===== src/logic/uart_consts.svh =====
`ifndef UART_CONSTS_SVH
`define UART_CONSTS_SVH

// clock cycles per serial bit
`define UART_CLKS_PER_BIT 16

// data bits in one frame
`define UART_DATA_BITS 8

// host command width in bits
`define UART_CMD_BITS 16

// start, data, parity and stop
`define UART_FRAME_BITS 11

`define UART_CMD_FRAMES 2

`endif


===== src/logic/uart_pkg.sv =====
`include "uart_consts.svh"

package uart_pkg;

  // host command with the hi byte sent first
  typedef struct packed {
    logic [`UART_DATA_BITS-1:0] hi;
    logic [`UART_DATA_BITS-1:0] lo;
  } cmd_t;

  // one received frame with its error flags
  typedef struct packed {
    logic                       frame_err;
    logic                       parity_err;
    logic [`UART_DATA_BITS-1:0] data;
  } rx_result_t;

  // transmitter states
  typedef enum logic [2:0] {
    TX_IDLE,
    TX_START,
    TX_DATA,
    TX_PARITY,
    TX_STOP
  } tx_state_e;

  // receiver states
  typedef enum logic [2:0] {
    RX_IDLE,
    RX_START,
    RX_DATA,
    RX_PARITY,
    RX_STOP
  } rx_state_e;

endpackage


===== src/logic/uart_baud_gen.sv =====
`timescale 1ns/1ns
`include "uart_consts.svh"

module uart_baud_gen (
  input  logic clk,
  input  logic rst_n,
  input  logic restart,
  input  logic run,
  output logic bit_tick,
  output logic mid_tick
);

  localparam int unsigned CNT_W = 2 * `UART_DATA_BITS;
  localparam logic [CNT_W-1:0] LAST_CNT = CNT_W'(`UART_CLKS_PER_BIT - 1);
  localparam logic [CNT_W-1:0] MID_CNT = CNT_W'(`UART_CLKS_PER_BIT / 2 - 1);

  logic [CNT_W-1:0] cnt;

  // restart wins over run
  always_ff @(posedge clk or negedge rst_n) begin
    if (!rst_n) begin
      cnt <= '0;
    end else if (restart) begin
      cnt <= '0;
    end else if (run) begin
      if (cnt == LAST_CNT) begin
        cnt <= '0;
      end else begin
        cnt <= cnt + 1'b1;
      end
    end
  end

  // last cycle of the bit period
  assign bit_tick = run && (cnt == LAST_CNT);
  // halfway point for sampling
  assign mid_tick = run && (cnt == MID_CNT);

endmodule


===== src/logic/uart_cmd_tx.sv =====
`timescale 1ns/1ns
`include "uart_consts.svh"

module uart_cmd_tx (
  input  logic           clk,
  input  logic           rst_n,
  input  uart_pkg::cmd_t cmd_in,
  input  logic           cmd_vld,
  output logic           cmd_rdy,
  input  logic           bit_tick,
  output logic           baud_restart,
  output logic           baud_run,
  output logic           tx
);
  import uart_pkg::*;

  localparam logic [3:0] ALL_BITS = 4'(`UART_DATA_BITS);
  localparam logic [1:0] LAST_FRAME = 2'(`UART_CMD_FRAMES - 1);

  tx_state_e                  state;
  cmd_t                       cmd_q;
  logic [3:0]                 bit_cnt;
  logic [1:0]                 frame_cnt;
  logic [`UART_DATA_BITS-1:0] cur_byte;
  logic                       accept;

  assign cmd_rdy = (state == TX_IDLE);
  assign accept = cmd_vld && cmd_rdy;

  // bit period starts fresh with the start bit
  assign baud_restart = accept;
  assign baud_run = (state != TX_IDLE);

  // frame 0 carries hi
  assign cur_byte = (frame_cnt == 2'd0) ? cmd_q.hi : cmd_q.lo;

  always_ff @(posedge clk) begin
    if (accept) begin
      cmd_q <= cmd_in;
    end
  end

  always_ff @(posedge clk or negedge rst_n) begin
    if (!rst_n) begin
      state     <= TX_IDLE;
      tx        <= 1'b1;
      bit_cnt   <= '0;
      frame_cnt <= '0;
    end else begin
      case (state)
        TX_IDLE: begin
          if (accept) begin
            state     <= TX_START;
            tx        <= 1'b0;
            frame_cnt <= '0;
          end
        end
        TX_START: begin
          if (bit_tick) begin
            state   <= TX_DATA;
            tx      <= cur_byte[0];
            bit_cnt <= 4'd1;
          end
        end
        TX_DATA: begin
          // bit_cnt holds the number of data bits already on the line
          if (bit_tick) begin
            if (bit_cnt == ALL_BITS) begin
              state <= TX_PARITY;
              tx    <= ~^cur_byte;
            end else begin
              tx      <= cur_byte[bit_cnt[2:0]];
              bit_cnt <= bit_cnt + 1'b1;
            end
          end
        end
        TX_PARITY: begin
          if (bit_tick) begin
            state <= TX_STOP;
            tx    <= 1'b1;
          end
        end
        TX_STOP: begin
          if (bit_tick) begin
            if (frame_cnt == LAST_FRAME) begin
              state <= TX_IDLE;
              tx    <= 1'b1;
            end else begin
              // lo frame follows with no idle gap
              state     <= TX_START;
              tx        <= 1'b0;
              frame_cnt <= frame_cnt + 1'b1;
            end
          end
        end
        default: begin
          state <= TX_IDLE;
          tx    <= 1'b1;
        end
      endcase
    end
  end

endmodule


===== src/logic/uart_rx.sv =====
`timescale 1ns/1ns
`include "uart_consts.svh"

module uart_rx (
  input  logic                   clk,
  input  logic                   rst_n,
  input  logic                   rx,
  input  logic                   mid_tick,
  output logic                   baud_restart,
  output logic                   baud_run,
  output uart_pkg::rx_result_t   read_data,
  output logic                   read_rdy
);
  import uart_pkg::*;

  localparam logic [3:0] LAST_BIT = 4'(`UART_DATA_BITS - 1);

  rx_state_e                  state;
  logic                       rx_meta;
  logic                       rx_sync;
  logic                       rx_prev;
  logic                       fall;
  logic [`UART_DATA_BITS-1:0] shreg;
  logic [3:0]                 bit_cnt;
  logic                       par_bit;
  rx_result_t                 result;

  // two flop synchronizer plus one for edge detect
  always_ff @(posedge clk or negedge rst_n) begin
    if (!rst_n) begin
      rx_meta <= 1'b1;
      rx_sync <= 1'b1;
      rx_prev <= 1'b1;
    end else begin
      rx_meta <= rx;
      rx_sync <= rx_meta;
      rx_prev <= rx_sync;
    end
  end

  // a line held low after a bad stop gives no edge, so idle waits for high
  assign fall = rx_prev && !rx_sync;

  assign baud_restart = (state == RX_IDLE) && fall;
  assign baud_run = (state != RX_IDLE);

  // ones over data and parity must be odd
  assign result.data = shreg;
  assign result.parity_err = ~^{shreg, par_bit};
  assign result.frame_err = !rx_sync;

  always_ff @(posedge clk) begin
    if (mid_tick) begin
      if (state == RX_DATA) begin
        shreg <= {rx_sync, shreg[`UART_DATA_BITS-1:1]};
      end
      if (state == RX_PARITY) begin
        par_bit <= rx_sync;
      end
    end
  end

  always_ff @(posedge clk or negedge rst_n) begin
    if (!rst_n) begin
      state     <= RX_IDLE;
      bit_cnt   <= '0;
      read_rdy  <= 1'b0;
      read_data <= '0;
    end else begin
      read_rdy <= 1'b0;
      case (state)
        RX_IDLE: begin
          if (fall) begin
            state <= RX_START;
          end
        end
        RX_START: begin
          // glitch check at mid start
          if (mid_tick) begin
            if (rx_sync) begin
              state <= RX_IDLE;
            end else begin
              state   <= RX_DATA;
              bit_cnt <= '0;
            end
          end
        end
        RX_DATA: begin
          if (mid_tick) begin
            bit_cnt <= bit_cnt + 1'b1;
            if (bit_cnt == LAST_BIT) begin
              state <= RX_PARITY;
            end
          end
        end
        RX_PARITY: begin
          if (mid_tick) begin
            state <= RX_STOP;
          end
        end
        RX_STOP: begin
          if (mid_tick) begin
            state     <= RX_IDLE;
            read_data <= result;
            read_rdy  <= 1'b1;
          end
        end
        default: begin
          state <= RX_IDLE;
        end
      endcase
    end
  end

endmodule


===== src/logic/uart.sv =====
`timescale 1ns/1ns

module uart (
  input  logic                 clk,
  input  logic                 rst_n,
  input  uart_pkg::cmd_t       cmd_in,
  input  logic                 cmd_vld,
  output logic                 cmd_rdy,
  input  logic                 rx,
  output logic                 tx,
  output uart_pkg::rx_result_t read_data,
  output logic                 read_rdy
);

  logic tx_restart;
  logic tx_run;
  logic tx_bit_tick;
  logic rx_restart;
  logic rx_run;
  logic rx_mid_tick;

  uart_cmd_tx tx_i (
    .clk          (clk),
    .rst_n        (rst_n),
    .cmd_in       (cmd_in),
    .cmd_vld      (cmd_vld),
    .cmd_rdy      (cmd_rdy),
    .bit_tick     (tx_bit_tick),
    .baud_restart (tx_restart),
    .baud_run     (tx_run),
    .tx           (tx)
  );

  uart_baud_gen tx_baud (
    .clk      (clk),
    .rst_n    (rst_n),
    .restart  (tx_restart),
    .run      (tx_run),
    .bit_tick (tx_bit_tick),
    .mid_tick ()
  );

  uart_rx rx_i (
    .clk          (clk),
    .rst_n        (rst_n),
    .rx           (rx),
    .mid_tick     (rx_mid_tick),
    .baud_restart (rx_restart),
    .baud_run     (rx_run),
    .read_data    (read_data),
    .read_rdy     (read_rdy)
  );

  // receiver samples on mid_tick only
  uart_baud_gen rx_baud (
    .clk      (clk),
    .rst_n    (rst_n),
    .restart  (rx_restart),
    .run      (rx_run),
    .bit_tick (),
    .mid_tick (rx_mid_tick)
  );

endmodule


===== config.mk =====
export PLATFORM = sky130hd
export DESIGN_NAME = uart
export DESIGN_NICKNAME = d
export VERILOG_FILES = /design/src/logic/uart_pkg.sv /design/src/logic/uart_baud_gen.sv /design/src/logic/uart_cmd_tx.sv /design/src/logic/uart_rx.sv /design/src/logic/uart.sv
export VERILOG_INCLUDE_DIRS = /design/src /design/src/logic
export SDC_FILE = /design/constraint.sdc
export NUM_CORES = 1
export LEC_CHECK = 0
export BUFFER_PORTS_ARGS = -buffer_cell sky130_fd_sc_hd__buf_2
export CAP_MARGIN = 15
export CORE_ASPECT_RATIO = 0.8
export CORE_UTILIZATION = 55
export CTS_CLUSTER_DIAMETER = 100
export DETAILED_ROUTE_END_ITERATION = 12
export HOLD_SLACK_MARGIN = 0.03
export PLACE_DENSITY = 0.81
export SLEW_MARGIN = 0
export SYNTH_ARGS = -nofsm -noshare
export SYNTH_HDL_FRONTEND = slang
export SYNTH_SLANG_ARGS = --single-unit
export TNS_END_PERCENT = 5

===== constraint.sdc =====
create_clock -name clk -period 3 [get_ports clk]
set_input_delay 0.15 -clock clk [delete_from_list [all_inputs] [get_ports clk]]
set_output_delay 0.15 -clock clk [all_outputs]
set_load 0.05 [all_outputs]

After elaboration in Yosys (flattened, before gate mapping)
Index checks and enable logic that the tools add are counted.
Operators by class
  bitwise gates (word level): 0
  $mul: 0
  magnitude comparators: 1
  shift operators: 0
  eq/ne operators: 29
  div/mod/pow operators: 0
  reductions and logical operators: 27
  multiplexer cells: 47
  add/sub/neg operators: 5
Operator list (number)
  16-bit two-way mux: 6
  3-bit two-way mux: 12
  16-bit by 1-bit adder with 16-bit output, second input constant: 2
  16-bit by 4-bit == test with 1-bit output, second input constant: 2
  3-bit one-hot mux with 5 select lines: 2
  4-bit two-way mux: 6
  2-bit by 1-bit inequality test with 1-bit output, second input constant: 11
  16-bit by 3-bit == test with 1-bit output, second input constant: 1
  4-bit one-hot mux with 2 select lines: 2
  3-bit by 2-bit == test with 1-bit output, second input constant: 4
  4-bit AND reduction: 3
  6-bit AND reduction: 2
  1-bit two-way mux: 11
  2-bit nonzero test: 5
  9-bit XNOR reduction: 1
  4-bit by 1-bit adder with 4-bit output, second input constant: 2
  2-bit two-way mux: 4
  8-bit two-way mux: 1
  2-bit inequality test, second input constant: 4
  8-bit XNOR reduction: 1
  3-bit by 1-bit == test with 1-bit output, second input constant: 2
  3-bit == test, second input constant: 2
  3-bit logical NOT: 2
  2-bit AND reduction: 3
  other kinds (13): 18
Word-level totals
  input bits: 20
  bits in read-only memories: 0
  register bits: 88
  bits in writable memories: 0
  memories: 0
  latch bits: 0

Longest topological paths before layout
  depth in word-level cells: 7
  mapped depth: 9
  depth with buffers taken out: 8

By module
Synthesis repeated with hierarchy kept, for this count alone.
Second synthesis, totals
  cells, all modules: 420
  area, all modules: 4624.4 µm²
By module, submodules not included
  uart_baud_gen: seq. area each 400.4 µm², instances 2, area each 980.9 µm², cells an instance 106
  uart_cmd_tx: seq. area each 732.0 µm², instances 1, area each 1430.1 µm², cells an instance 115
  uart_rx: seq. area each 799.5 µm², instances 1, area each 1232.4 µm², cells an instance 93

Worst setup path after synthesis
No wires, ideal clock.
  kind: flip-flop to flip-flop
  from: register tx_i.state[0]
  to: register tx_i.cmd_q[0] (netlist name), enable pin
  data required time: 2626 ps
  setup time: 374 ps
  arrival: 1795 ps
  cell stages (with the launch flop): 5
  path slack: 831 ps
  period minus slack after synthesis: 2169 ps
  cells stage by stage: dfrtp_1 nor2_1 nand2_1 inv_1 and2_1
Between the ends
  cells in the longest elaborated chain, start to end: 2
RTL lines
  from (decl): line uart_cmd_tx.sv:20  | tx_state_e state;
  from (signal assigned): line uart_cmd_tx.sv:45  | state <= TX_IDLE;
  from (signal assigned): line uart_cmd_tx.sv:53  | state <= TX_START;
  from (signal assigned): line uart_cmd_tx.sv:60  | state <= TX_DATA;
  3-bit logical NOT: line uart_cmd_tx.sv:27  | assign cmd_rdy = (state == TX_IDLE);
  named net cmd_rdy: line uart.sv:8  | output logic cmd_rdy,
  1-bit logical AND: line uart_cmd_tx.sv:28  | assign accept = cmd_vld && cmd_rdy;
  named net tx_baud.restart: line uart_baud_gen.sv:7  | input logic restart,
  to (signal assigned): line uart_cmd_tx.sv:39  | cmd_q <= cmd_in;
  to (decl): line uart_cmd_tx.sv:21  | cmd_t cmd_q;
The timed path passes the listed nets, and every way through them passes these cells.
A chain may end at the register's enable or synchronous reset.

Worst setup path after layout
  from: register rx_baud.cnt[10]
  to: register rx_i.shreg[1], enable pin
Between the ends
  cells in the longest elaborated chain, start to end: 3
RTL lines
  from (decl): line uart_baud_gen.sv:17  | logic [CNT_W-1:0] cnt;
  from (signal assigned): line uart_baud_gen.sv:29  | cnt <= cnt + 1'b1;
  16-bit by 3-bit == test with 1-bit output: line uart_baud_gen.sv:37  | assign mid_tick = run && (cnt == MID_CNT);
  1-bit logical AND: line uart_baud_gen.sv:37
  2-bit AND reduction (no line)
  to (signal assigned): line uart_rx.sv:55  | shreg <= {rx_sync, shreg[`UART_DATA_BITS-1:1]};
  to (decl): line uart_rx.sv:23  | logic [`UART_DATA_BITS-1:0] shreg;
No other way between the ends.

==> impl_summary.md <==
Global routing
The via count of the first global-routing pass is ~3.0k. The final global-route overflow total is 0. Global routing used 22.4% of the available tracks across all layers. The first global-routing pass estimated approximately 14000 um of wire.

The maximum number of pins on one net before global-route repair is 32. The number of antenna violations at the first check in global routing came to 0.

Yosys
The synthesized design devotes to its leading area cell type 33.7% of total area. The number of nets produced by synthesis is roughly 440. The synthesized netlist devotes 14.3% of its cell area to compound gates. Summing the sequential cell areas from Yosys gives ~53% of the chip area.

For this run, the number of Yosys warnings is 0. The parity-gate share of the synthesized area counting xor and xnor cells is 4.00%. The unique cell type count in the Yosys netlist is 50. Measured against the total synthesized area, the mux share comes to under 10%.

The post-synthesis async set-or-reset flop share is 71.6%. In the post-synthesis netlist, the biggest area contributors are sky130_fd_sc_hd__dfrtp_1, sky130_fd_sc_hd__edfxtp_1, sky130_fd_sc_hd__o21ai_0, sky130_fd_sc_hd__nand2_1, sky130_fd_sc_hd__dfstp_2. The number of enable flip-flop cells after synthesis is 25. The total standard cell area after synthesis is approximately 4400 um^2. A synthesized cell averages 10.6 um^2. The synthesized instance count is 414.

Among all flip-flop cells after synthesis, the most frequent one is sky130_fd_sc_hd__dfrtp_1. Summing the areas of all and, or, nand and nor instances in the mapped netlist gives between 15 and 20% of the synthesized area. By area, the combinational part of the netlist is dominated by simple AND/OR/NAND/NOR gates. The largest area contributor in the synthesized netlist is sky130_fd_sc_hd__dfrtp_1. The number of flip-flops and latches in the synthesized netlist is 88. The synthesized netlist devotes 2.00% of its cell area to adder and majority cells.

Worst setup path
Along the worst path, the maximum fanout reaches 10. The endpoint kind of the worst setup timing path is a register. The critical path launch point is rx_baud.cnt[10].

The required time of the worst setup path is 3.02 ns. The startpoint identified for the worst register-to-register timing path is rx_baud.cnt[10]. Data on the critical path arrives at its endpoint at around 2.4 ns. The critical path class is reg -> reg.

The type of origin of the critical path is a register.

Route
Once detail routing completed, the nets flagged for antenna violations numbered 0. The detailed router finished its first iteration with 186 violations. The first detailed-routing pass ran for 4 iterations.

The average routed wire per standard cell is 15.3 um. Dividing the detail-routed via count by the number of cells gives 5.75. The residual DRC count is 0. The aggregate routed wire length is 8820 um. The via count is 3304.

CTS
Counting along the longest clock path gives a buffer depth of 2. The cell chosen for the clock root is sky130_fd_sc_hd__clkbuf_8. The number of H-tree branching levels is 3. CTS saw 88 sinks. For the worst-skew pair, the clock arrives at the later sink with an insertion delay of ~0.36 ns. The CTS clock-pin slew for the worst setup and hold paths is 0.09 ns. The count of buffers added by post-CTS timing repair for setup is 0. The TritonCTS clock tree is built. TritonCTS created 9 clock buffers.

STA
The setup TNS after final layout is 0 ns. Headroom to the max-slew limit came out at 41.4%. Setup repair after global routing left no endpoint under its margin. The worst clock skew on the final layout is about 0.010 ns. The worst path in the final design needs a cycle of 2.34 ns, including I/O delays and setup.

Based on the critical path, the design can be clocked at up to 428 MHz. The minimum hold slack is 0.269 ns. The total setup violations reported at the end of the flow is 0. The actual transition at the worst max-transition pin is 0.876 ns.

Setup slack on the critical path of the routed design comes to 0.664 ns. The final count of pins violating max slew is 0. The part of the cycle the worst path needs is between 70% and 80%. The final hold violation count is 0.

Cells and area
The net total in the final layout is about 490. The repair_antennas step left the layout with diodes totalling 0. The design area is 5000 um^2. From synthesis to final layout, the design area changed by 14.2%. Cells fill 66.1% of the core in the end. The fraction of final layout cells with drive strength greater than 1 is approximately 16%.

The filler cells instantiated in the layout total approximately 600.

Outcome
The run finished with clean final reports.

Floorplanning
The number of top-level pins is 33. The number of standard-cell rows in the floorplan is 28. The die is 102 um wide. The area enclosed by the die boundary is 8330 um^2. The initial core utilization is between 50 and 60%. Measured along the y axis, the die boundary spans 81.8 um. The core region is ~7600 um^2.

Job
Max-cap violations in this run came to 0.

Power
For this design the ratio of total power to cell area is 506 nW/um^2. The standby leakage power is 2.12 nW. The worst-case vdd ir drop is 347 uV.

Placed design
Summed over all nets, the half-perimeter wirelength after detailed placement is 6020 um. The post-place setup slack is 0.668 ns. Summing all placed instances gives a cell area of ~4600 um^2. At the end of routability-driven placement, the weighted congestion stood at 0.867. The count of buffers added on input and output ports is 32.

Hold path
The class of the tightest hold or removal check is in -> reg. The source of the worst hold timing path is cmd_vld.
## routing by layer
metal	routed length [um]	track usage [%]
met2	4150	34.5
met3	334	4.85
met5	0	0
met1	4240	31.8
met4	89	6.67
## cell families after synthesis
logic type                 after synthesis
buffers and inverters                   25
xor gates and xnor gates                20
AOI/OAI and AO/OA                      106
adders and majority gates                7
and+or+nand+nor                        150
DFF                                     88
muxes                                   18
## registers in the layout, indices dropped and copies added, names as in the netlist
signal,cells
rx_i.bit_cnt,4
rx_i.rx_prev,1
tx_baud.cnt,16
rx_i.rx_sync,1
rx_i.par_bit,1
rx_i.read_rdy,1
rx_i.read_data,10
rx_i.rx_meta,1
tx_i.tx,1
rx_i.state,3
tx_i.state,3
rx_baud.cnt,16
tx_i.frame_cnt,2
tx_i.cmd_q,16
rx_i.shreg,8
tx_i.bit_cnt,4
## worst max-delay path, cell delays in order (launching register included)
cell	delay, ns
sky130_fd_sc_hd__dfrtp_1	0.45
sky130_fd_sc_hd__nor4_2	0.37
sky130_fd_sc_hd__nand3_2	0.16
sky130_fd_sc_hd__or4_4	0.57
sky130_fd_sc_hd__nor3_4	0.43
## per-stage QoR
step / total power (W) / std cells
after global placement: 0.00173 / 541
after CTS: 0.00254 / 575
after detailed placement: 0.00175 / 541
final: 0.00253 / 575
after floorplan: 0.00164 / 414
after global routing: 0.00265 / 575
## cells in the mapped netlist (8+ instances only)
library cell and number:
sky130_fd_sc_hd__a21oi_1 11, sky130_fd_sc_hd__edfxtp_1 25, sky130_fd_sc_hd__xor2_1 11, sky130_fd_sc_hd__o21ai_0 55, sky130_fd_sc_hd__nand2_1 54, sky130_fd_sc_hd__and3_1 9, sky130_fd_sc_hd__nor2_1 22, sky130_fd_sc_hd__clkbuf_1 8
sky130_fd_sc_hd__nand3_1 18, sky130_fd_sc_hd__o31ai_1 11, sky130_fd_sc_hd__inv_1 12, sky130_fd_sc_hd__xnor2_1 9, sky130_fd_sc_hd__dfrtp_1 59
## power breakdown
group	internal, W	switching, W
Clock	0.000352	0.000438
Sequential	0.00129	0.0000838
Combinational	0.000151	0.000217
## final timing paths
check                                    endpoint  slack, ns  cells past startpoint
worst max-delay path                rx_i.shreg[1]       0.66                      4
max in group asynchronous            rx_i.rx_meta       1.85                      3
worst min-delay path            tx_i.frame_cnt[1]       0.27                      3
worst max register to register      rx_i.shreg[1]       0.66                      4
worst min register to register       rx_i.rx_sync       0.36                      0
min in group asynchronous          tx_baud.cnt[9]       0.36                      2
## cell type report
class / instances / area (um^2) / area share, %
Clock buffer: 10 / 149 / 2.98
Clock inverter: 6 / 40.0 / 0.800
Inverter: 12 / 45.0 / 0.900
Multi-Input combinational cell: 301 / 1940 / 38.8
Sequential cell: 88 / 2330 / 46.6
Tap cell: 105 / 131 / 2.63
Timing Repair Buffer: 53 / 363 / 7.25
## repair_timing
item	4_1_cts	5_1_grt
endpoints found under the hold margin	46	0
resized for setup	0	0
hold buffers	18	0
## cell usage in the layout (no fill, tap or decap), types with 6 or more instances in the layout
cell,Yosys,routed
sky130_fd_sc_hd__and3_1,9,9
sky130_fd_sc_hd__edfxtp_1,25,25
sky130_fd_sc_hd__dlygate4sd3_1,0,18
sky130_fd_sc_hd__nor4_1,7,7
sky130_fd_sc_hd__buf_2,4,32
sky130_fd_sc_hd__xor2_1,11,11
sky130_fd_sc_hd__a31oi_1,7,7
sky130_fd_sc_hd__dfrtp_1,59,59
sky130_fd_sc_hd__o31ai_1,11,11
sky130_fd_sc_hd__a21oi_1,11,11
sky130_fd_sc_hd__nand2b_1,6,6
sky130_fd_sc_hd__inv_1,12,12
sky130_fd_sc_hd__o21ai_0,55,55
sky130_fd_sc_hd__nor2_1,22,22
sky130_fd_sc_hd__ha_1,7,7
sky130_fd_sc_hd__nand2_1,54,54
sky130_fd_sc_hd__clkbuf_8,0,9
sky130_fd_sc_hd__nand3_1,18,18
sky130_fd_sc_hd__xnor2_1,9,9
Note: power is estimated with default switching activity, not from simulation.
